[config.mk]
export PLATFORM = sky130hd
export DESIGN_NAME = sweep_accumulator
export DESIGN_NICKNAME = d
export VERILOG_FILES = /design/src/logic/avg_ctrl_pkg.sv /design/src/logic/avg_data_pkg.sv /design/src/logic/sweep_accumulator.sv
export SDC_FILE = /design/constraint.sdc
export NUM_CORES = 1
export LEC_CHECK = 0
export ABC_AREA = 1
export BUFFER_PORTS_ARGS = -buffer_cell sky130_fd_sc_hd__buf_2
export CAP_MARGIN = 20
export CORE_MARGIN = 1
export CORE_UTILIZATION = 45
export DETAILED_ROUTE_END_ITERATION = 6
export PLACE_DENSITY = 0.65
export REMOVE_ABC_BUFFERS = 1
export SYNTH_ARGS = -nofsm -noshare
export SYNTH_HDL_FRONTEND = slang
export SYNTH_SLANG_ARGS = --single-unit
[constraint.sdc]
create_clock -name aclk -period 3.8 [get_ports aclk]
set_input_delay 0 -clock aclk [delete_from_list [all_inputs] [get_ports aclk]]
set_output_delay 0 -clock aclk [all_outputs]
set_load 0.02 [all_outputs]
[src/logic/avg_ctrl_pkg.sv]
`default_nettype none

package avg_ctrl_pkg;

  parameter int LEN_W   = 12;  // Frame length
  parameter int K_W     = 4;   // Sweep count exponent
  parameter int SWEEP_W = 16;  // Sweep counters, up to 2**15 sweeps

  // Run configuration, latched on start
  typedef struct packed {
    logic [LEN_W-1:0] frame_len;    // 1 .. MAX_FRAME
    logic [K_W-1:0]   sweeps_log2;  // 2**k sweeps
  } avg_cfg_t;

endpackage

`default_nettype wire

[src/logic/avg_data_pkg.sv]
`default_nettype none

package avg_data_pkg;

  parameter int SAMPLE_W = 16;
  parameter int ACC_W    = 32;  // Room for 2**15 full-scale sweeps

  typedef logic signed [SAMPLE_W-1:0] sample_t;
  typedef logic signed [ACC_W-1:0]    acc_t;

  // Widened input sample
  typedef struct packed {
    acc_t data;
    logic first;  // First of sweep
  } sample_beat_t;

  // Final sum of one frame position
  typedef struct packed {
    acc_t data;
    logic last;   // Last of frame
  } sum_beat_t;

  // Scaled mean to the output stream
  typedef struct packed {
    sample_t data;
    logic    last;
  } result_beat_t;

endpackage

`default_nettype wire

[src/logic/sweep_accumulator.sv]
`timescale 1ns/100ps
`default_nettype none

module sweep_accumulator
  import avg_data_pkg::*;
  import avg_ctrl_pkg::*;
#(
  parameter int MAX_FRAME = 1024
)
(
  input  wire               aclk,
  input  wire               aresetn,
  input  wire avg_cfg_t     run_cfg,
  input  wire sample_beat_t samp,
  input  wire               samp_valid,
  input  wire acc_t         fifo_head,
  input  wire               fifo_empty,
  output acc_t              fifo_wdata,
  output logic              fifo_wr,
  output logic              fifo_rd,
  output sum_beat_t         sum,
  output logic              sum_valid
);

  localparam int POS_W = (MAX_FRAME > 1) ? $clog2(MAX_FRAME) : 1;

  logic               in_run;
  logic [POS_W-1:0]   pos_cnt;
  logic [SWEEP_W-1:0] sweep_cnt;
  logic [POS_W-1:0]   cur_pos;
  logic [SWEEP_W-1:0] cur_sweep;
  logic               first_sweep;
  logic               last_sweep;
  logic               last_pos;
  acc_t               acc_base;
  acc_t               acc_next;
  acc_t               sum_q;
  logic               valid_q;
  logic               final_q;
  logic               last_q;

  // A first flag outside a run begins sweep zero
  assign cur_pos     = samp.first ? '0 : pos_cnt;
  assign cur_sweep   = in_run ? sweep_cnt : '0;
  assign first_sweep = (cur_sweep == '0);
  assign last_sweep  = (cur_sweep ==
                        (SWEEP_W'(1) << run_cfg.sweeps_log2) - SWEEP_W'(1));
  assign last_pos    = (LEN_W'(cur_pos) == run_cfg.frame_len - LEN_W'(1));

  assign acc_base = (first_sweep || fifo_empty) ? '0 : fifo_head;
  assign acc_next = acc_base + samp.data;

  assign fifo_rd = samp_valid && !first_sweep;  // Show-ahead, consumed now

  // ********************
  // Position and sweep counters
  always_ff @(posedge aclk)
  begin
    if (!aresetn)
    begin
      in_run    <= 1'b0;
      pos_cnt   <= '0;
      sweep_cnt <= '0;
      valid_q   <= 1'b0;
    end
    else
    begin
      valid_q <= samp_valid;
      if (samp_valid)
      begin
        if (last_pos)
        begin
          pos_cnt <= '0;
          if (last_sweep)
          begin
            in_run    <= 1'b0;
            sweep_cnt <= '0;
          end
          else
          begin
            in_run    <= 1'b1;
            sweep_cnt <= cur_sweep + SWEEP_W'(1);
          end
        end
        else
        begin
          in_run    <= 1'b1;
          pos_cnt   <= cur_pos + POS_W'(1);
          sweep_cnt <= cur_sweep;
        end
      end
    end
  end

  always_ff @(posedge aclk)
  begin
    if (samp_valid)
    begin
      sum_q   <= acc_next;
      final_q <= last_sweep;
      last_q  <= last_pos;
    end
  end

  // Recirculate, or hand out in the last sweep
  assign fifo_wdata = sum_q;
  assign fifo_wr    = valid_q && !final_q;
  assign sum.data   = sum_q;
  assign sum.last   = last_q;
  assign sum_valid  = valid_q && final_q;

endmodule

`default_nettype wire

# Word level (Yosys, flattened, before mapping)
# Cells that the tools add are included.
# W data, S select, Z words.
# word_totals
register_bits,62
inputBits,85
out_inout_bits,68
# classes
addsub,5
n_eq_ne,2
shift,1
n_mux,8
reduce_logical,7
# op_table
op,count
$mux W16,3
$add A32 B32 Y32,1
$mux W32,1
$mux W10,2
$add A16 B1 Y16 const B,1
$eq A16 B16 Y1,1
$logic_not A16 Y1,1
$shl A1 B4 Y16 const A,1
$sub A16 B1 Y16 const B,1
$eq A10 B12 Y1,1
$sub A12 B1 Y12 const B,1
$add A10 B1 Y10 const B,1
$logic_and A1 B1 Y1,3
$logic_not A1 Y1,2
$mux W1,2
$logic_or A1 B1 Y1,1

# Depth between registers and ports, before layout
# logic_depth
ltp_word,5
mapped_depth,21
mapped_depth_nobuf,19

# Worst setup path before layout
# Ideal clock, no wire load.
# synth_timing
kind,flip-flop to flip-flop
startpoint,reg in_run
endpoint,reg sum_q[22] (netlist: fifo_wdata[22]) (data pin)
arrival_ns,3.106
required_time_ns,3.535
setup_slack_ns,0.428
stages_incl_launch_ff,21
n_path_buf,2
period_less_slack_ns,3.372
path_cell_list,dfxtp_1 > buf_4 > nand2_1 > ha_1 > nand4_1 > nor4_1 > nor2_1 > inv_1 > buf_2 > nor2_1 > ha_1 > fa_1 > nand3_1 > nand2_1 > nand3_1 > nand2_1 > nand2_1 > nand3_1 > a21boi_0 > o21ai_0 > xor2_1
# synth_between
elab_chain_len,5
# synth_rtl
item,line_no,source
"start, declared",sweep_accumulator.sv:27,logic in_run;
"start signal, assigned",sweep_accumulator.sv:61,in_run <= 1'b0;
"start signal, assigned",sweep_accumulator.sv:76,in_run <= 1'b0;
"start signal, assigned",sweep_accumulator.sv:81,in_run <= 1'b1;
$mux W16,sweep_accumulator.sv:44,assign cur_sweep = in_run ? sweep_cnt : '0;
$logic_not A16 Y1,sweep_accumulator.sv:45,assign first_sweep = (cur_sweep == '0);
$logic_or A1 B1 Y1,sweep_accumulator.sv:50,assign acc_base = (first_sweep || fifo_empty) ? '0 : fifo_head;
$mux W32,sweep_accumulator.sv:50,
$add A32 B32 Y32,sweep_accumulator.sv:51,assign acc_next = acc_base + samp.data;
named net acc_next[22],sweep_accumulator.sv:36,acc_t acc_next;
"end signal, assigned",sweep_accumulator.sv:99,sum_q <= acc_next;
"end, declared",sweep_accumulator.sv:37,acc_t sum_q;
# The timed path passes the listed nets, and every way through them passes these cells.
# A chain may end at the register's enable or synchronous reset.

# Worst setup path in the final report
# layout_timing
startpoint,reg in_run
endpoint,reg sum_q[30] (netlist: fifo_wdata[30]) (data pin)
# The elaborated chain is that of the path after synthesis.

==> results.md <==
* Status: finished, final reports clean
* Die height at 121.1 um
* R2R Path End: fifo_wdata[30]
* Total global-route track usage at 23.84%
* Synth cell types at 45
* Fin crit share at 91.53%
* Comb pwr share at 17.6%
* Fin. max-slew vios at 0
* Flops & latches, synth at 62
* CTS root buf: clkbuf_16
* Slew HR at 44.40%
* Sequential share of the synthesized area at 24.76%
* CP Launch Type: flip-flop
* Mean Syn Cell Area at 6.419 um2
* Yosys top cell by area: nand2_1
* Internal reg-to-reg setup slack at 320 ps
* Sw Pwr at 0.0005206 W
* Via Count at 6563
* Initial antenna violation count at 0
* Dpl cells at 1298
* Die W at 121.1 um
* Worst Hold Endpoint: fifo_wdata[1]
* Layout cells sized above 1 at 21.39%
* Setup crit end kind: flip-flop
* Final count of hold timing violations at 0
* Port bufs at 152
* Start point of the worst hold path: samp[2]
* First-pass GRT wire length at 27.79 mm
* Hold Path Depth at 2
* Skew-Pair Late Insertion Delay at 330 ps
* Setup_tns at 0 ps
* IO Pins at 153
* Max VDD drop at 202.5 uV
* Mapped Cells at 995
* Fin cells at 1316
* Initial Utilization at 46.02%
* Antenna Cells at 0
* Initial DRT Pass Iterations at 5
* CP required at 3870 ps
* Mapped Area at 6387 um2
* Vias in the first global route at 5993
* CP max FO at 9
* Std-Cell Rows at 43
* Int Pwr at 0.001394 W
* Via density at 4.987
* Synth warn at 0
* CTS tree: yes
* CTS Buffer Depth at 2
* Post-detailed-route wirelength per cell at 13.11 um
* RSZ-0062 raised after global routing: no
* Post-DP HPWL at 14.18 mm
* Clock power frac at 43.3%
* Worst Max-Slew Pin Slew at 831.0 ps
* Top cells by area, synth: nand2_1, edfxtp_1, dfxtp_1
* Minimum clock period at 3478 ps
* Pwr dens at 254.5 nW/um2
* DRT antenna net count at 0
* Leak Pwr at 4.173 nW
* WP data arrival at 3550 ps
* Overflow after GRT at 0
* Largest net degree at the start of global routing at 33
* Initial DRC Count at 388
* Post-synth top area share at 16.63%
* Fmax at 287.5 MHz
* Net Sw Frac at 27.19%
* Reg power frac at 39.0%
* DRC viols at 0
* Worst r2r src: in_run
* Filler instances at 1438
* CTS H-tree lvls at 3
* Number of buffers created by CTS at 9
* Clk sinks at 62
* Die ar. at 14670 um2
* Worst reg-to-reg path cell count at 19
* Gpl congestion at 0.9369
* # setup viols final at 0
* Final WL at 17.26 mm
* WS Path Type: reg2reg
* Max cap viols at 0
* Clk slew on worst S/H paths at 50 ps
* Core ar. at 13880 um2
* Clock Skews at 9.071 ps
* Area growth, synth to finish at 17.77%
* Nets at 1253
* Worst min-delay path category: in2reg
## cells by family (layout without fill, tap and decap cells)
| logic type | after synthesis | in the layout | synth area share [%] |
|---|---|---|---|
| AO/OA/AOI/OAI | 109 | 109 | 9.951 |
| XOR/XNOR | 45 | 45 | 6.405 |
| buffers and inverters | 201 | 342 | 14.22 |
| adder cells (fa/ha/maj) | 37 | 37 | 7.365 |
| AND/OR/NAND/NOR | 541 | 541 | 37.30 |
| flip-flops | 62 | 62 | 24.76 |
## layout make-up
cell class / count / area, um2 / share of cell area [%]
multi-input combinational: 732 / 3931 / 52.26
sequential: 62 / 1582 / 21.02
timing repair buffer: 169 / 890.9 / 11.84
inverter: 157 / 589.3 / 7.834
clock buffer: 13 / 260.3 / 3.460
tap: 180 / 225.2 / 2.994
clock inverter: 3 / 43.79 / 0.5822
## state kept, by name, indices dropped and copies added (netlist names)
name / cells
fifo_wdata: 32
final_q: 1
in_run: 1
last_q: 1
pos_cnt: 10
sweep_cnt: 16
valid_q: 1
## layout by cell type (no fill, tap or decap), types with 6 or more instances in the layout
cell type,Yosys,final
inv_1,143,142
o21ai_0,26,25
ha_1,36,36
buf_4,35,16
nor2_2,8,8
nand2_2,13,13
buf_2,6,152
a21oi_1,42,40
nand3_2,7,7
nand2_1,283,283
nand4_1,17,17
dfxtp_1,28,28
clkbuf_16,0,9
inv_2,10,11
xor2_1,35,35
edfxtp_1,34,34
nor2_1,111,111
nand3_1,67,67
o21bai_1,6,6
xnor2_1,8,8
a21o_1,8,8
nor3_1,16,16
## stage by stage
step	power [W]	hold WS, ps	instance area [um2]	utilization, %	setup WS (ps)
2_1_floorplan	0.0009542	112.5	6068	-	45.55
3_3_place_gp	0.001095	305.7	7167	51.63	24.33
3_5_place_dp	0.001095	328.8	7167	51.63	-10.22
4_1_cts	0.001928	30.70	7481	53.89	103.7
5_1_grt	0.001994	55.48	7522	54.19	35.32
6_report	0.001915	40.76	7522	54.19	321.8
## how the worst max path moves through the flow
stage | slack [ps] | depth (start not counted) | end | start
floorplan | 50 | 18 | fifo_wdata[22] | in_run
global placement | 20 | 18 | fifo_wdata[24] | in_run
detailed placement | -10 | 18 | fifo_wdata[22] | in_run
CTS | 100 | 18 | fifo_wdata[22] | in_run
global route | 40 | 16 | fifo_wdata[30] | in_run
finish | 320 | 19 | fifo_wdata[30] | in_run
## timing repair
item	CTS	global route
hold buffers	1	0
endpoints found under the hold margin	1	0
resized for setup	1	9
cloned	0	0
buffers inserted	0	1
pin swaps	0	0
endpoints found under the setup margin	2	12
## cell usage after synthesis, drive strengths merged
cell	instances
o21bai	6
nand2	299
nor3	18
nor2	123
a211oi	1
o21a	1
fa	1
buf	43
clkinv	4
a31oi	4
a21o	8
nor4	6
o31ai	2
o21ai	32
a221oi	2
o311ai	1
o22ai	4
o211ai	4
dfxtp	28
xnor2	8
ha	36
a21boi	1
nand3b	3
inv	153
xor2	37
nand4	18
a21oi	43
edfxtp	34
clkbuf	1
nand3	74
## metal layers
layer	part of all wire [%]	wire (um)	vias up	track usage, %
li1	-	-	3428	-
met1	46	7909	2927	30.59
met2	49	8396	188	42.39
met3	4.1	701	20	2.303
met4	1.5	252	0	6.327
met5	0	0	-	0
## critical path, cell delays in order (launching register included)
cell and delay (ps):
dfxtp_1 340, nand2_1 170, ha_1 180, nand4_1 110, nor4_2 320, nor2_1 120, inv_2 200, nor2_1 70
ha_1 210, fa_1 420, nand3_1 100, nand2_1 120, nand3_1 100, nand2_1 80, nand2_1 90, nand3_1 110
buf_4 170, nand4_1 70, nand2_1 80, xor2_1 160
## power by group through the flow
stage                     Sequential, W  Clock, W  Combinational (W)
after CTS                      0.000748  0.000844           0.000336
after floorplan                0.000809         0           0.000146
after detailed placement       0.000762         0           0.000334
after global placement         0.000762         0           0.000334
final                          0.000747  0.000830           0.000337
after global routing           0.000750  0.000871           0.000373
No activity file was read; power rests on OpenSTA's default activity.
