[src/logic/avg_ctrl_pkg.sv]
`default_nettype none

package avg_ctrl_pkg;

  parameter int LEN_W   = 12;  // Frame length
  parameter int K_W     = 4;   // Sweep count exponent
  parameter int SWEEP_W = 16;  // Sweep counters, up to 2**15 sweeps

  // Run configuration, latched on start
  typedef struct packed {
    logic [LEN_W-1:0] frame_len;    // 1 .. MAX_FRAME
    logic [K_W-1:0]   sweeps_log2;  // 2**k sweeps
  } avg_cfg_t;

endpackage

`default_nettype wire

[src/logic/avg_data_pkg.sv]
`default_nettype none

package avg_data_pkg;

  parameter int SAMPLE_W = 16;
  parameter int ACC_W    = 32;  // Room for 2**15 full-scale sweeps

  typedef logic signed [SAMPLE_W-1:0] sample_t;
  typedef logic signed [ACC_W-1:0]    acc_t;

  // Widened input sample
  typedef struct packed {
    acc_t data;
    logic first;  // First of sweep
  } sample_beat_t;

  // Final sum of one frame position
  typedef struct packed {
    acc_t data;
    logic last;   // Last of frame
  } sum_beat_t;

  // Scaled mean to the output stream
  typedef struct packed {
    sample_t data;
    logic    last;
  } result_beat_t;

endpackage

`default_nettype wire

[src/logic/result_framer.sv]
`timescale 1ns/100ps
`default_nettype none

module result_framer
  import avg_data_pkg::*;
  import avg_ctrl_pkg::*;
(
  input  wire            aclk,
  input  wire            aresetn,
  input  wire avg_cfg_t  run_cfg,
  input  wire            run_start,
  input  wire sum_beat_t sum,
  input  wire            sum_valid,
  input  wire            out_full,
  output logic           out_wr,
  output result_beat_t   out_beat,
  output logic           overrun
);

  acc_t scaled;

  // Mean rounds toward minus infinity
  assign scaled = $signed(sum.data) >>> run_cfg.sweeps_log2;

  // ********************
  // Write strobe and overrun
  always_ff @(posedge aclk)
  begin
    if (!aresetn)
    begin
      out_wr  <= 1'b0;
      overrun <= 1'b0;
    end
    else
    begin
      out_wr <= sum_valid;
      if (run_start)
        overrun <= 1'b0;
      if (out_wr && out_full)
        overrun <= 1'b1;  // Beat dropped by the full FIFO
    end
  end

  always_ff @(posedge aclk)
  begin
    if (sum_valid)
    begin
      out_beat.data <= scaled[SAMPLE_W-1:0];
      out_beat.last <= sum.last;
    end
  end

endmodule

`default_nettype wire

[config.mk]
export PLATFORM = sky130hd
export DESIGN_NAME = result_framer
export DESIGN_NICKNAME = d
export VERILOG_FILES = /design/src/logic/avg_ctrl_pkg.sv /design/src/logic/avg_data_pkg.sv /design/src/logic/result_framer.sv
export SDC_FILE = /design/constraint.sdc
export NUM_CORES = 1
export LEC_CHECK = 0
export BUFFER_PORTS_ARGS = -buffer_cell sky130_fd_sc_hd__buf_2
export CAP_MARGIN = 20
export CORE_MARGIN = 4
export CORE_UTILIZATION = 50
export CTS_BUF_LIST = sky130_fd_sc_hd__clkbuf_4 sky130_fd_sc_hd__clkbuf_8
export CTS_CLUSTER_SIZE = 20
export DETAILED_ROUTE_END_ITERATION = 10
export PLACE_DENSITY = 0.82
export SYNTH_ARGS = -nofsm -noshare
export SYNTH_HDL_FRONTEND = slang
export SYNTH_SLANG_ARGS = --single-unit
[constraint.sdc]
create_clock -name aclk -period 2.8 [get_ports aclk]
set_input_delay 0.7 -clock aclk [delete_from_list [all_inputs] [get_ports aclk]]
set_output_delay 0.7 -clock aclk [all_outputs]
set_load 0.01 [all_outputs]
**Yosys cells after proc, flatten, opt, wreduce, memory -nomap -nowiden**

Index checks and enable logic that the tools add are counted.

- Flip-flop bits (word level): 19
- Input port bits: 54
- Output and inout port bits: 19

- Shift operators: 1
- Multiplexer cells: 2
- Reductions and logical operators: 2

Operators with widths:

| operator | count |
|---|---|
| $sshr A32 B4 Y16 | 1 |
| $mux W1 | 2 |
| $reduce_bool A2 Y1 | 1 |
| $logic_and A1 B1 Y1 | 1 |

**Logic depth before layout (Yosys ltp)**

Gate-level depths: netlist of the first run.

- Word-level depth: 2
- Mapped depth: 5

**Least setup slack after synthesis of the first run**

OpenSTA, ideal clock, no wires.

- Path type: input-to-reg
- From: input port run_cfg[0] in the netlist's numbering
- To: register out_beat[16] in the netlist's numbering, data pin
- Library setup time: 0.272 ns
- Arrival time: 1.767 ns
- Data required time: 2.528 ns
- Path slack: 0.761 ns
- Stages: 3
- Path through: buf_6 > mux4_2 > mux4_2

- Cells in the longest elaborated chain, start to end: 1

RTL lines:

| item | RTL line | text |
|---|---|---|
| start: declaration | result_framer.sv:10 | `input wire avg_cfg_t run_cfg,` |
| $sshr A32 B4 Y16 | result_framer.sv:23 | `assign scaled = $signed(sum.data) >>> run_cfg.sweeps_log2;` |
| net scaled[15] | result_framer.sv:20 | `acc_t scaled;` |
| end: declaration | result_framer.sv:16 | `output result_beat_t out_beat,` |

The timed path passes the listed nets, and every way through them passes these cells.
A chain may end at the register's enable or synchronous reset.

**Worst setup path after layout of the first run**

Same ends and word-level chain as after synthesis.

==> run metrics, run 1 <==
grt ovf=0; Max-Cap Viols=0; total track usage=roughly 17%; number of synthesized register bits=19; Setup Buffers After CTS=0; FF-to-FF path depth=2; Worst Hold End=overrun$_SDFFE_PN0P_; outcome=completed; VDD IR max=0.000167 V; crit start category=input port; # diodes=0; nets=approximately 220; CTS Buf Count=3; routed vias=~1300; Max Fclk=467 MHz; Arr. time, crit path=between 2 and 2.5 ns; number of global-route vias before repair=between 1000 and 1500; Top Ports=73; Final Hold Violating Endpoints=0; RSZ-0062 raised after global routing=false; Hold Crit Depth=2; post-DR wirelength/cell=18.5 µm; Layout area overhead=19.6%; Syn Area/Cell=~17 µm²; final antenna-violating net count=0; WP buf/inv=1; Ys Warns=0; Worst R2R Setup Slack=2.18 ns; storage element area=between 500 and 600 µm²; PostCTS Resize Cnt=0; Syn Nets=about 160; type of the worst min-delay path=reg2reg; commonest non-fill, non-tap cell in the layout=buf_2; Pleak=just under 0.001 µW; layout cells sized above 1=between 50% and 60%; Tot Pwr=~860 µW; Finished Cell Area=approximately 2200 µm²; largest net degree at the start of global routing=21; Pins Over Slew Limit=0; Top delay family on crit path=multiplexers; DRC violation count after routing=0; CTS H-Tree Depth=1; Final min period=2.14 ns; Pre-antenna DRT Iters=4; Max clock buf depth=2; vias per cell=between 6 and 7; Met2 Routed Length=about 1900 µm; Seq/Total Area, Yosys=a little under 30%; port bufs=between 50 and 60; post-synth top area cell=edfxtp_1; DP HPWL=3170 µm; Worst R2R End=overrun$_SDFFE_PN0P_; share of the synthesized area in the top cell type=between 20 and 30%; initial antenna violation count=0; WL met1=around 1700 µm; number of library cell types mapped by synthesis=12; first-pass GRT wire length=around 6600 µm; Slew HR=between 60% and 70%; worst-margin pin slew=0.490 ns; Worst Path Max Fanout=12; clock network latency to the later pin of the worst-skew pair=0.25 ns; Gate Count Post-Synth=110; Area after DPL=between 2000 and 2500 µm²; min-delay src=overrun$_SDFFE_PN0P_; CP Class=in2reg; clock skew=around 0.00041 ns; global placement routability congestion=between 0.8 and 0.9; fin crit share=around 76%; CP max stage delay=about 0.65 ns; final setup vio count=0; Critical-path top delay cell=mux4_1; metal3 WL=around 370 µm; Die Ht=around 69 µm; Filler cells=284; most frequent cells in the layout=buf_2, mux2i_1, mux4_2; CTS root buffer=clkbuf_8; core area=between 3000 and 4000 µm²; drt total wl=~4000 µm; CTS clk-pin slew, worst paths=approximately 0.06 ns; Top Metal Used=met4; die area=~4800 µm²; ranking of synthesized cells by area=edfxtp_1, mux4_2, mux2i_1; Setup crit end kind=register; CP Data Required Time=around 2.8 ns; Post-Syn Area=approximately 1900 µm²; multi-input logic area=~1200 µm²; Clock Sinks=19; Hold-fix buffers, CTS=0; Sum Neg Setup Slack=0 ns; pwr/cell area=approximately 380 nW/µm²; TritonCTS clock tree=built; worst r2r src=out_wr$_SDFF_PN0_; initial core utilization=between 50% and 60%; Rows=21; Die X=69.2 µm; 1st-iter DRT viols=74; cells along the critical path=buf_2, mux4_1, mux4_2; Layout Utilization=64.6%
## metal layers
metal  up-vias  global-route usage, %
met5         -                      0
met2        75                   26.0
met1       622                   25.0
li1        610                      -
met3         5                   3.33
met4         0                   5.86
## worst max-delay path by stage
stage	from	to	slack, ns	cells after the start
after floorplan	run_cfg[0]	out_beat[16]$_DFFE_PP_	0.76	3
after CTS	run_cfg[0]	out_beat[1]$_DFFE_PP_	0.64	5
final	run_cfg[0]	out_beat[16]$_DFFE_PP_	0.66	3
after global routing	run_cfg[0]	out_beat[5]$_DFFE_PP_	0.51	5
after global placement	run_cfg[0]	out_beat[16]$_DFFE_PP_	0.39	3
after detailed placement	run_cfg[0]	out_beat[1]$_DFFE_PP_	0.37	5
## worst register-to-register path, stage by stage, from the launching register on
cell and delay (ns):
dfxtp_1 0.33, nand2_1 0.05, a21boi_0 0.16
## Yosys cell counts
cell	number
mux2i_1	43
nand2b_1	1
mux4_2	22
edfxtp_1	17
dfxtp_1	2
and2_1	1
buf_4	4
a21boi_0	1
nand2_1	1
buf_2	4
mux4_1	11
buf_6	3
## cell type report
| cell class | count | share of cell area (%) |
|---|---|---|
| repair buffers | 64 | 15.4 |
| flip-flops and latches | 19 | 24.6 |
| well taps | 46 | 2.57 |
| clock buffers | 4 | 2.18 |
| multi-input cells | 80 | 55.3 |
## power by group
group | switching, µW | internal (µW) | total [µW]
logic | 144 | 162 | 306
clock network | 80.0 | 111 | 191
registers | 6.97 | 352 | 359
## stage by stage
stage	setup WS, ns	hold WS, ns	instances
floorplan	0.761	0.494	110
global placement	0.388	0.456	209
detailed placement	0.370	0.485	209
CTS	0.642	0.495	213
global route	0.507	0.526	213
finish	0.658	0.488	213
## sequential cells by signal (all words and copies together) (netlist names)
name,flops
out_beat,17
out_wr,1
overrun,1
## cell families after synthesis
family,count (synthesis),share of synthesized area (%)
buf+inv,11,4.48
flops,19,29.4
mux,76,64.9
simple gates,3,0.869
compound gates,1,0.401
(Power assumes the default switching activity.)
==> inputs of run 2 (changes only) <==
- CORE_UTILIZATION: 50 -> 46
- PLACE_DENSITY: 0.82 -> 0.79
- clock period: 2.8 -> 1.94 ns (I/O delays scaled with it)
==> run metrics, run 2 (same netlist as run 1, synthesis figures left out) <==
worst-margin pin slew=0.366 ns; type of the worst min-delay path=in2reg; RSZ-0062 raised after global routing=false; FF-to-FF path depth=2; Pleak=between 0.001 and 0.0015 µW; Critical-path top delay cell=mux4_1; Layout area overhead=24.8%; # diodes=0; WP buf/inv=2; Worst R2R Setup Slack=roughly 1.3 ns; Worst Path Max Fanout=18; Final min period=between 1.5 and 2 ns; DP HPWL=~3400 µm; DRC violation count after routing=0; Arr. time, crit path=~1.8 ns; Rows=22; crit path to=out_beat[9]$_DFFE_PP_; Slew HR=75.6%; Max Fclk=546 MHz; max reg flops=17; post-DR wirelength/cell=~18 µm; CTS Buf Count=3; largest net degree at the start of global routing=30; biggest regs=out_beat (17), out_wr (1), overrun (1); pwr/cell area=about 530 nW/µm²; global placement routability congestion=between 0.8 and 0.9; final antenna-violating net count=0; Hold-fix buffers, CTS=0; 1st-iter DRT viols=70; Clock Sinks=19; Pins Over Slew Limit=0; drt total wl=roughly 4000 µm; total track usage=16.1%; layout cells sized above 1=between 50% and 60%; worst r2r src=out_wr$_SDFF_PN0_; CTS H-Tree Depth=1; Top Ports=73; clock skew=between 0.00003 and 0.00004 ns; grt ovf=0; VDD IR max=approximately 0.00022 V; final setup vio count=0; clock network latency to the later pin of the worst-skew pair=around 0.25 ns; first-pass GRT wire length=6560 µm; Worst path depth=5; Top delay family on crit path=multiplexers; Setup crit end kind=register; PostCTS Resize Cnt=0; CTS clk-pin slew, worst paths=around 0.07 ns; Die Ht=~72 µm; Finished Cell Area=2340 µm²; outcome=completed; vias per cell=~6.0; die area=between 5000 and 6000 µm²; most frequent cells in the layout=buf_2, mux2i_1, mux4_2; Final Hold Violating Endpoints=0; CTS root buffer=clkbuf_8; Worst Setup SP=run_cfg[0]; fin crit share=94.5%; Pre-antenna DRT Iters=4; Max clock buf depth=2; Tot Pwr=between 1000 and 1500 µW; Max-Cap Viols=0; routed vias=around 1300; nets=230; commonest non-fill, non-tap cell in the layout=buf_2; crit start category=input port; initial core utilization=49.3%; Area after DPL=between 2000 and 2500 µm²; cells along the critical path=buf_2, buf_12, mux4_1, mux2i_1, mux2i_1; CP Class=in2reg; CP Data Required Time=1.93 ns; most frequent CP cell=mux2i_1; Die X=between 70 and 80 µm; initial antenna violation count=0; Worst R2R End=overrun$_SDFFE_PN0P_; Setup Buffers After CTS=0; number of global-route vias before repair=1358; core area=3800 µm²; CP max stage delay=slightly below 0.6 ns; TritonCTS clock tree=built; Reg with most FFs=out_beat; port bufs=59
[run 2: changes by cell type in the layout (fill, tap and decap cells not counted), sizes merged]
cell / change
clkinv: +1
clkbuf: -1
buf: +8
[run 2: layout make-up]
class / instances / area, µm²
repair buffers: 72 / 443
flip-flops and latches: 19 / 551
clock inverters: 1 / 5.00
well taps: 48 / 60.1
clock buffers: 3 / 41.3
multi-input cells: 80 / 1240
fillers: 311 / 1460
[run 2: worst register-to-register path: stages (launching register included)]
cell and delay (ns):
dfxtp_1 0.33, nand2_1 0.07, a21boi_0 0.16
[run 2: how the worst min path moves through the flow]
stage                                    start                     to  slack [ns]  cells past startpoint
after floorplan              out_wr$_SDFF_PN0_   overrun$_SDFFE_PN0P_        0.49                      2
after global placement       out_wr$_SDFF_PN0_   overrun$_SDFFE_PN0P_        0.46                      2
after detailed placement  overrun$_SDFFE_PN0P_   overrun$_SDFFE_PN0P_        0.48                      2
after CTS                               sum[0]  out_beat[0]$_DFFE_PP_        0.41                      1
after global routing                    sum[0]  out_beat[0]$_DFFE_PP_        0.40                      1
final                                   sum[0]  out_beat[0]$_DFFE_PP_        0.42                      1
[run 2: through the flow]
| step | TNS (ns) | setup slack [ns] | hold WS, ns | instances | utilization (%) |
|---|---|---|---|---|---|
| after floorplan | 0 | 0.116 | 0.494 | 110 | - |
| after global placement | -0.594 | -0.0948 | 0.458 | 219 | 60.3 |
| after detailed placement | -0.762 | -0.118 | 0.483 | 219 | 60.3 |
| after CTS | 0 | 0.112 | 0.406 | 223 | 61.6 |
| after global routing | 0 | 0.0812 | 0.399 | 223 | 61.6 |
| final | 0 | 0.108 | 0.415 | 223 | 61.6 |
[run 2: metal layers]
metal | routed length [µm] | track usage, %
met2 | 2020 | 27.1
met5 | 0 | 0
met4 | 39 | 5.01
met1 | 1770 | 21.7
met3 | 254 | 2.10
[run 2: where the power goes]
part / switching, µW / internal, µW / total [µW]
sequential: 9.46 / 508 / 517
clock: 117 / 142 / 259
combinational: 214 / 253 / 468
total: 340 / 904 / 1240
