## src/logic/sync_fifo.sv

```systemverilog
`timescale 1ns/100ps
`default_nettype none

module sync_fifo #(
  parameter type payload_t = logic,
  parameter int  DEPTH     = 16
)
(
  input  wire           aclk,
  input  wire           aresetn,
  input  wire           wr,
  input  wire payload_t wdata,
  input  wire           rd,
  output payload_t      head,
  output logic          empty,
  output logic          full
);

  localparam int AW = (DEPTH > 1) ? $clog2(DEPTH) : 1;
  localparam int CW = $clog2(DEPTH + 1);

  payload_t        mem [DEPTH];
  logic [AW-1:0]   wr_ptr;
  logic [AW-1:0]   rd_ptr;
  logic [CW-1:0]   count;
  logic            do_wr;
  logic            do_rd;

  assign empty = (count == '0);
  assign full  = (count == CW'(DEPTH));
  assign do_wr = wr && !full;
  assign do_rd = rd && !empty;

  assign head = mem[rd_ptr];  // Oldest entry

  // ********************
  // Pointers and occupancy
  always_ff @(posedge aclk)
  begin
    if (!aresetn)
    begin
      wr_ptr <= '0;
      rd_ptr <= '0;
      count  <= '0;
    end
    else
    begin
      if (do_wr)
        wr_ptr <= (wr_ptr == AW'(DEPTH - 1)) ? '0 : wr_ptr + AW'(1);
      if (do_rd)
        rd_ptr <= (rd_ptr == AW'(DEPTH - 1)) ? '0 : rd_ptr + AW'(1);
      case ({do_wr, do_rd})
        2'b10:   count <= count + CW'(1);
        2'b01:   count <= count - CW'(1);
        default: count <= count;
      endcase
    end
  end

  // Storage
  always_ff @(posedge aclk)
  begin
    if (do_wr)
      mem[wr_ptr] <= wdata;
  end

endmodule

`default_nettype wire

```

## config.mk

```make
export PLATFORM = sky130hd
export DESIGN_NAME = sync_fifo
export DESIGN_NICKNAME = d
export VERILOG_FILES = /design/src/logic/sync_fifo.sv
export SDC_FILE = /design/constraint.sdc
export NUM_CORES = 1
export LEC_CHECK = 0
export ABC_AREA = 0
export BUFFER_PORTS_ARGS = -buffer_cell sky130_fd_sc_hd__buf_2
export CAP_MARGIN = 30
export CORE_MARGIN = 4
export CORE_UTILIZATION = 40
export CTS_CLUSTER_DIAMETER = 30
export DETAILED_ROUTE_END_ITERATION = 7
export PLACE_DENSITY = 0.62
export RECOVER_POWER = 25
export SYNTH_ARGS = -nofsm -noshare
export SYNTH_HDL_FRONTEND = slang
export SYNTH_SLANG_ARGS = --single-unit
```

## constraint.sdc

```tcl
create_clock -name aclk -period 6.1 [get_ports aclk]
set_input_delay 0.915 -clock aclk [delete_from_list [all_inputs] [get_ports aclk]]
set_output_delay 0.915 -clock aclk [all_outputs]
set_load 0.02 [all_outputs]
```

== After elaboration in Yosys (flattened, before gate mapping) ==
Memories as Yosys holds them, arrays and structs flattened. A register that Yosys moved wholly into a read port is not among the register bits.
Index checks and enable logic that the tools add are counted.
Cells by class
  eq/ne operators: 5
  multiplexer cells: 7
  add/subtract/negate cells: 4
  reduce and logical (&&, ||, !) cells: 6
Operators by type and width (count)
  $mux 4: 4
  $pmux 5 s2: 1
  $add 4x1->4 const B: 2
  $eq 4x4->1 const B: 2
  $add 5x1->5 const B: 1
  $eq 5x5->1 const B: 1
  $logic_not 5->1: 1
  $sub 5x1->5 const B: 1
  $eq 2x1->1 const B: 1
  $eq 2x2->1 const B: 1
  $logic_and 1x1->1: 2
  $logic_not 1->1: 2
  $mux 1: 2
  $reduce_bool 2->1: 1
Storage, ports and cells
  logic and storage cells: 26
  bits in registers: 13
  RAM bits: 16
  input port bits: 5
  memories kept: 1
Memories
  mem: words 16, bits a word 1, rd ports 1, clocked after memory_dff 1, wr ports 1, line 22  | payload_t mem [DEPTH];

== Logic depth before layout (Yosys ltp) ==
Gate-level depths: netlist of the first run.
  depth in word-level cells: 5
  mapped depth: 14
  mapped depth without buffers: 10

== Worst setup path before layout of the first run ==
Ideal clock, no wire load.
  path type: register -> register
  start: register count[1]
  end: register count[2]
  cell stages (with the launch flop): 15
  data arrival time: 2.738 ns
  setup time: 0.071 ns
  buffers on the path: 4
  slack: 3.291 ns
  cell sequence: dfxtp_1 buf_6 or4_4 buf_6 o21a_4 clkinv_2 buf_6 ha_1 clkbuf_1 xor2_1 ha_1 a21oi_1 xor2_1 or3_1 a21oi_1
On the way
  cells in the longest elaborated chain, start to end: 5
Ends and longest elaborated chain
  start, declared: line 25  | logic [CW-1:0] count;
  start signal, assigned: line 53  | 2'b10: count <= count + CW'(1);
  start signal, assigned: line 54  | 2'b01: count <= count - CW'(1);
  start signal, assigned: line 55  | default: count <= count;
  $eq 5x5->1 / $logic_not 5->1 (equally long branches): line 30, 29
  $logic_not 1->1 (on tied branches): line 31, 32
  $logic_and 1x1->1 (on tied branches): line 31, 32
  $eq 2x1->1 / $eq 2x2->1 (equally long branches): line 52  | case ({do_wr, do_rd})
  $pmux 5 s2 / $reduce_bool 2->1 (equally long branches)
Several ways; a longest one is shown, not always the timed one.
A chain may end at the register's enable or synchronous reset.

== Worst setup path after layout of the first run ==
Ends and elaborated chain as after synthesis.

==> flow_summary.toml, run 1 <==
[clock_tree]
cts_resized = 0
holdBufCountCts = 0
clk_transition_reported_paths_ps = 60
clock-root-buffer = "clkbuf_8"
cts_tree = "done"
clockBufferDepth = 2
numCtsBuffers = 5
h-tree-depth = 2
numClockSinks = 33
clkLatencyLatePin_ps = 280
postCtsSetupBuffers = 0

[synthesis]
netlist_top_cells_area = "edfxtp_1 29%, dfxtp_1 21%, mux4_2 6.8%, ha_1 6.1%, and3_1 2.6%"
synthMuxAreaShare_pct = 9.228
synthTopCellsByCount = "17 x dfxtp_1, 16 x edfxtp_1, 11 x nand2_1, 10 x nor2_1, 8 x ha_1"
synth.distinct_cells = 37
avgSynthCellArea_um2 = 11.41
synth_edf_count = 16
synth_xor_area_share_pct = 2.648
yosys.area.top_type_share_pct = 29.05
ys.flop_type = "dfxtp_1"
async_flop_share_pct = 0
synth.yosys.seq_area_share_pct = 49.62
yosysMostFrequentCell = "dfxtp_1"
synthSimpleGateAreaFrac_pct = 17.10
synth.ff_latch_count = 33
synth_compound_area_share_pct = 10.21
syn-instance-count = 145
yosysTopAreaCell = "edfxtp_1"
synthAdderAreaFrac_pct = 6.051
synth_top_family_by_area = "simple AND/OR/NAND/NOR gates"
yosys_warnings = 0
synthesis.area_mm2 = 0.001654
syn-num-nets = 158

[layout]
n_antenna_cell = 0
layout-drive-gt1-share_pct = 16.56
area_delta_synth_final_pct = 7.111
final_net_count = 163

[worst_setup_path]
end_kind = "register"
r2r_end = "count[2]$_SDFFE_PN0P_"
arrival_ps = 3100
crit_type = "register to register"
crit_path_max_fanout = 12
slowest_stage = "or4_4"
cp.required_ps = 6310
crit_chain = "or4_4 > o21a_4 > clkinv_2 > ha_1 > xor2_1 > ha_1 > a21oi_1 > xor2_1 > or3_1 > a21oi_1"
rrSetupSlack_ps = 3210
path_buf_inv = 1
regToRegStartpoint = "count[1]$_SDFFE_PN0P_"
critPathTopFamily = "simple AND/OR/NAND/NOR gates"
critPathLaunchType = "register"
r2r_cells = 10
cpPeakStageDelay_ps = 610

[sta]
rsz0062_at_grt = "no"
min_period_ps = 2895
tightest_slew_ps = 522.6
period_share_pct = 47.45
fin_worst_skew_ps = 4.410
fmax_mhz = 345.5
report.final.slew_viol_count = 0
hold_violations = 0
finalSetupViolations = 0
slew_headroom_pct = 65.16
fin_setup_tns_ps = 0

[drt]
routed_wl_um = 2875
antenna_left = 0
vias = 1087
drt-vias-per-instance = 5.408
first_iter_violations = 39
drc_errors = 0
dr.pass1.iters = 4
wl_per_cell_um = 14.30

[global_route]
antenna_found_initial = 0
grt-ovfl-total = 0
grt.total_usage_pct = 12.22
grt_max_degree = 18
grt_pass1_vias = 1042
grt_first_pass_wirelength_um = 4836

[place]
io_buffers = 7
hpwlAfterDp_um = 2091
gp_congestion = 0.7362

[pwr]
p_leak_nw = 0.6711
fin_total_pwr_mw = 0.6713
ir_drop_mv = 0.1681
power.density_mw_per_mm2 = 378.9

[min_path]
hold_start = "count[3]$_SDFFE_PN0P_"
hold_path.class = "register to register"
hold_depth = 2
hold_end = "count[3]$_SDFFE_PN0P_"

[die]
fp-row-count = 23
core_area_mm2 = 0.004000
die-area_mm2 = 0.005228
initial_utilization_pct = 41.35
io_pins = 8
die_width_um = 72.31
die_y_um = 72.31

[run]
maxCapViolCount = 0

[run_status]
run_status = "complete, no violations"
==> report_power, final <==
part,internal (mW),switching [mW]
clock network,0.0788,0.0715
registers,0.258,0.0395
logic,0.100,0.123
total,0.437,0.234
==> stage by stage <==
step                      hold WS, ps  worst slack, ps  area [µm²]  util, %  instances
after floorplan                 472.5             3291        1654        -        145
after global placement          498.4             3360        1690    42.26        193
after detailed placement        511.0             3247        1690    42.26        193
after CTS                       522.3             3210        1773    44.32        201
after global routing            552.1             3061        1772    44.29        201
final                           520.9             3205        1772    44.29        201
==> worst max-delay path by stage <==
| stage | start | cells past startpoint | to |
|---|---|---|---|
| global route | count[1]$_SDFFE_PN0P_ | 10 | count[4]$_SDFFE_PN0P_ |
| CTS | count[1]$_SDFFE_PN0P_ | 10 | count[4]$_SDFFE_PN0P_ |
| global placement | wr | 10 | count[2]$_SDFFE_PN0P_ |
| detailed placement | wr | 10 | count[2]$_SDFFE_PN0P_ |
| finish | count[1]$_SDFFE_PN0P_ | 10 | count[2]$_SDFFE_PN0P_ |
| floorplan | count[1]$_SDFFE_PN0P_ | 14 | count[2]$_SDFFE_PN0P_ |
==> cells in the final DEF, fill, tap and decap left out, types with 2 or more instances in the layout <==
cell type,count
nor4b_1,5
o211ai_1,3
mux2i_1,4
a31oi_1,2
nor2_1,10
or3_1,2
clkbuf_8,5
a21oi_2,2
clkbuf_1,2
and4_1,3
clkinv_2,3
nand2_1,11
a21oi_1,7
inv_1,5
xor2_1,5
buf_2,6
nor2b_1,2
dfxtp_1,17
ha_1,8
mux4_2,5
o21ai_0,5
and3_1,7
edfxtp_1,16
nand3_1,4
==> kinds of logic (layout without fill, tap and decap cells) <==
logic type      count (synthesis)  after routing
simple gates                   50             50
compound gates                 25             25
xor+xnor                        5              5
mux                             9              9
fa+ha+maj                       8              8
flops                          33             33
buf+inv                        15             21
==> routing by layer <==
layer | global-route usage (%) | wire (µm)
met1 | 14.74 | 1295
met2 | 20.12 | 1441
met3 | 3.047 | 105
met4 | 6.263 | 33
met5 | 0 | 0
==> worst reg2reg max path, cell delays in order, from the launching register on <==
cell      delay (ps)
dfxtp_1          380
or4_4            610
o21a_4           260
clkinv_2         150
ha_1             330
xor2_1           200
ha_1             210
a21oi_1           60
xor2_1           160
or3_1            310
a21oi_1          140
==> area by class of cell <==
class / instances / area, µm²
clock buffer: 6 / 72.57
clock inverter: 2 / 10.01
fill: 361 / 2228
inverter: 6 / 23.77
multi-input combinational: 97 / 748.2
sequential: 33 / 820.8
tap: 50 / 62.56
timing repair buffer: 7 / 33.78
(Power assumes the default switching activity.)
==> run 2: changes to the inputs <==
Clock period 6.1 ns to 2.9 ns, I/O delays scaled along.
==> run 2 against run 1 <==
Net effect: hold slack got worse by 67 ps; non-clock buffer count increased by 1; register-to-register slack got worse by 3000 ps; wire length increased by 2.5%; core utilization increased by 0.44 points; maximum frequency increased by 8.2%; die area unchanged; combinational power increased by 110%; total power increased by 110%; critical path depth unchanged; largest power group unchanged; highest routed layer unchanged.
==> flow_summary.toml, run 2 (synthesis gave the netlist of run 1 again) <==
[global_route]
grt_max_degree = 18
grt_first_pass_wirelength_um = 5209
grt.total_usage_pct = 13.22
grt_pass1_vias = 1103
antenna_found_initial = 0
grt-ovfl-total = 0

[clock_tree]
clk_transition_reported_paths_ps = 70
postCtsSetupBuffers = 0
holdBufCountCts = 0
h-tree-depth = 2
cts_tree = "done"
clkLatencyLatePin_ps = 270
clockBufferDepth = 2
numClockSinks = 33
numCtsBuffers = 5
clock-root-buffer = "clkbuf_8"

[worst_setup_path]
crit_path_max_fanout = 8
cp.required_ps = 3110
arrival_ps = 2880
critPathLaunchType = "register"
crit_type = "register to register"
end_kind = "register"

[place]
io_buffers = 7
hpwlAfterDp_um = 2160
gp_congestion = 0.7471

[sta]
period_share_pct = 92.21
hold_violations = 0
tightest_slew_ps = 577.3
min_period_ps = 2674
fin_setup_tns_ps = 0
finalSetupViolations = 0
slew_headroom_pct = 61.52
fmax_mhz = 374.0
fin_worst_skew_ps = 2.249
report.final.slew_viol_count = 0
rsz0062_at_grt = "no"

[die]
die-area_mm2 = 0.005228
core_area_mm2 = 0.004000
die_y_um = 72.31
die_width_um = 72.31
initial_utilization_pct = 41.35
io_pins = 8
fp-row-count = 23

[drt]
vias = 1088
dr.pass1.iters = 4
first_iter_violations = 84
routed_wl_um = 2948
wl_per_cell_um = 14.59
drc_errors = 0
antenna_left = 0
drt-vias-per-instance = 5.386

[min_path]
hold_path.class = "primary input to register"

[pwr]
p_leak_nw = 0.6751
fin_total_pwr_mw = 1.421
ir_drop_mv = 0.4100
power.density_mw_per_mm2 = 794.2

[layout]
layout-drive-gt1-share_pct = 17.76
fill_cells = 366
n_antenna_cell = 0
area_delta_synth_final_pct = 8.170
final_net_count = 164
seq_area_um2 = 820.8
multi_input_area_um2 = 758.2
mostFrequentLayoutCell = "dfxtp_1"
layout_common_cells = "17 x dfxtp_1, 16 x edfxtp_1, 11 x nand2_1"

[run_status]
run_status = "complete, no violations"

[run]
maxCapViolCount = 0
==> run 2: repair_timing <==
action | CTS | global route
endpoints found under the setup margin | 0 | 2
resized for setup | 0 | 2
endpoints found under the hold margin | 0 | 0
==> run 2: cell type report <==
class / count / share of cell area, %
flip-flops and latches: 33 / 45.87
multi-input cells: 97 / 42.38
clock buffers: 6 / 4.056
well taps: 50 / 3.496
repair buffers: 8 / 2.308
inverters: 6 / 1.329
clock inverters: 2 / 0.5594
==> run 2: critical path, stage by stage, from the launching register on <==
cell	delay, ps
dfxtp_1	380
or4_4	600
o21ai_4	200
inv_1	100
ha_2	230
xor2_1	160
ha_1	210
a21oi_1	170
xor2_1	100
or3_1	310
a21oi_1	150
==> run 2: path summary, 6_finish.rpt <==
path                    startpoint                    end  slack [ps]  cells past startpoint
max          count[1]$_SDFFE_PN0P_  count[2]$_SDFFE_PN0P_         230                     10
min                        aresetn  count[3]$_SDFFE_PN0P_         450                      3
max reg2reg  count[1]$_SDFFE_PN0P_  count[2]$_SDFFE_PN0P_         230                     10
min reg2reg  count[3]$_SDFFE_PN0P_  count[3]$_SDFFE_PN0P_         520                      2
==> run 2: report_power, final <==
group	switching, mW	internal [mW]
Combinational	0.252	0.216
Sequential	0.0859	0.543
Clock	0.158	0.166
Total	0.495	0.925
==> run 2: stage by stage <==
stage	area [µm²]	hold slack [ps]	utilization, %	instances	worst slack, ps
5_1_grt	1789	485.0	44.73	202	40.10
4_1_cts	1780	447.3	44.51	202	107.0
3_5_place_dp	1698	514.5	42.45	194	134.2
2_1_floorplan	1654	472.5	-	145	90.88
3_3_place_gp	1698	508.4	42.45	194	263.5
6_report	1789	453.5	44.73	202	225.9
==> run 2: per-layer routing <==
| layer | vias up | GRT usage [%] | wire (µm) |
|---|---|---|---|
| li1 | 544 | - | - |
| met5 | - | 0 | 0 |
| met3 | 2 | 4.294 | 93 |
| met1 | 529 | 15.83 | 1390 |
| met4 | 0 | 4.384 | 25 |
| met2 | 13 | 22.35 | 1439 |
==> run 3: changes to the inputs <==
Settings changed: CORE_UTILIZATION 40 to 31, CTS_CLUSTER_SIZE set to 30, PLACE_DENSITY 0.62 to 0.52, RECOVER_POWER 25 to unset.
==> run 3 against run 2 <==
Net effect: critical path depth unchanged; design area increased by 3.1%; cell count increased by 9.9%; hold slack got worse by 3.5 ps; register-to-register slack better by 40 ps; via count down 2.4%; maximum frequency grew 1.7%; total power grew 5.0%; critical path type unchanged; largest cell class unchanged.
==> flow_summary.toml, run 3 (synthesis gave the netlist of run 1 again) <==
[run_status]
run_status = "complete, no violations"

[global_route]
grtUsageMet3_pct = 3.659
antenna_found_initial = 0
grt_max_degree = 18
busiest_layer = "met2"
grt_first_pass_wirelength_um = 4878
grt.total_usage_pct = 10.07
use_met1_pct = 12.22
grt_use_met2_pct = 15.93
grt-ovfl-total = 0
grt_pass1_vias = 1030

[drt]
drc_errors = 0
routed_wl_um = 2800
antenna_left = 0
vias = 1062
wl_per_cell_um = 12.61
dr.pass1.iters = 4
drt-vias-per-instance = 4.784
first_iter_violations = 65

[sta]
rsz0062_at_grt = "no"
hold_violations = 0
report.final.slew_viol_count = 0
slew_headroom_pct = 67.22
fin_worst_skew_ps = 2.344
finalSetupViolations = 0
fmax_mhz = 380.2
tightest_slew_ps = 491.0
hold_ws_ps = 450.0
fin_setup_tns_ps = 0
period_share_pct = 90.70
min_period_ps = 2630

[layout]
layout_common_cells = "17 x dfxtp_1, 16 x edfxtp_1, 11 x nand2_1"
final_net_count = 164
mostFrequentLayoutCell = "dfxtp_1"
fin_util_pct = 35.88
fin_cells = 222
seq_area_um2 = 820.8
fill_cells = 526
n_antenna_cell = 0
layout-drive-gt1-share_pct = 18.42
area_delta_synth_final_pct = 11.50
multi_input_area_um2 = 758.2

[die]
core_area_mm2 = 0.005140
initial_utilization_pct = 32.18
fp-row-count = 26
die_y_um = 81.05
die-area_mm2 = 0.006568
io_pins = 8
die_width_um = 81.05

[pwr]
power.density_mw_per_mm2 = 808.7
p_leak_nw = 0.6895
ir_drop_mv = 0.2129
fin_total_pwr_mw = 1.491

[clock_tree]
clockBufferDepth = 2
cts_tree = "done"
numClockSinks = 33
holdBufCountCts = 0
h-tree-depth = 2
clk_transition_reported_paths_ps = 60
clkLatencyLatePin_ps = 280
clock-root-buffer = "clkbuf_8"
numCtsBuffers = 5

[worst_setup_path]
crit_type = "register to register"
end_kind = "register"
rrSetupSlack_ps = 270
crit_path_max_fanout = 8
critPathLaunchType = "register"
cp.required_ps = 3110
arrival_ps = 2840

[place]
hpwlAfterDp_um = 2052
dp.cells = 214
gp_congestion = 0.7944
io_buffers = 7

[min_path]
hold_path.class = "primary input to register"

[run]
maxCapViolCount = 0
[run 3: changes by cell type in the layout (fill, tap and decap cells not counted), sizes merged]
cell,delta
buf,+1
clkbuf,+1
clkinv,-2
[run 3: worst max-delay path: stages, from the launching register on]
cell	delay, ps
dfxtp_1	380
or4_4	600
o21a_4	260
clkinv_2	50
ha_2	250
xor2_1	170
ha_1	190
a21oi_1	60
xor2_1	160
or3_1	310
a21oi_1	130
[run 3: where the power goes]
part / internal [mW] / total (mW) / leakage [nW] / switching [mW]
clock network: 0.245 / 0.402 / 0.0566 / 0.157
registers: 0.543 / 0.628 / 0.283 / 0.0848
logic: 0.216 / 0.461 / 0.350 / 0.245
[run 3: metrics by stage]
step / setup slack, ps / instance area [µm²]
5_1_grt: 27.91 / 1844
2_1_floorplan: 90.88 / 1654
3_3_place_gp: 255.4 / 1723
6_report: 269.6 / 1844
3_5_place_dp: 184.3 / 1723
4_1_cts: 154.3 / 1834
[run 3: metal layers]
metal | part of all wire [%] | wire length [µm]
met5 | 0 | 0
met4 | 2.1 | 59
met3 | 3.4 | 95
met2 | 49 | 1358
met1 | 46 | 1286
[run 3: path summary, 6_finish.rpt]
path                                       startpoint                    end  cells after the start
worst max-delay path            count[1]$_SDFFE_PN0P_  count[2]$_SDFFE_PN0P_                     10
worst max register to register  count[1]$_SDFFE_PN0P_  count[2]$_SDFFE_PN0P_                     10
worst min-delay path                          aresetn  count[3]$_SDFFE_PN0P_                      3
worst min register to register  count[3]$_SDFFE_PN0P_  count[3]$_SDFFE_PN0P_                      2
[run 3: final cells by class]
type / instances / area share, %
Sequential cell: 33 / 44.50
Multi-Input combinational cell: 97 / 41.11
Timing Repair Buffer: 8 / 2.307
Clock buffer: 8 / 6.038
Tap cell: 70 / 4.749
Inverter: 6 / 1.289
[run 3: repair_timing]
item                       4_1_cts  5_1_grt
setup endpoints to repair        0        2
gates resized for setup          0        2
setup buffers                    0        0
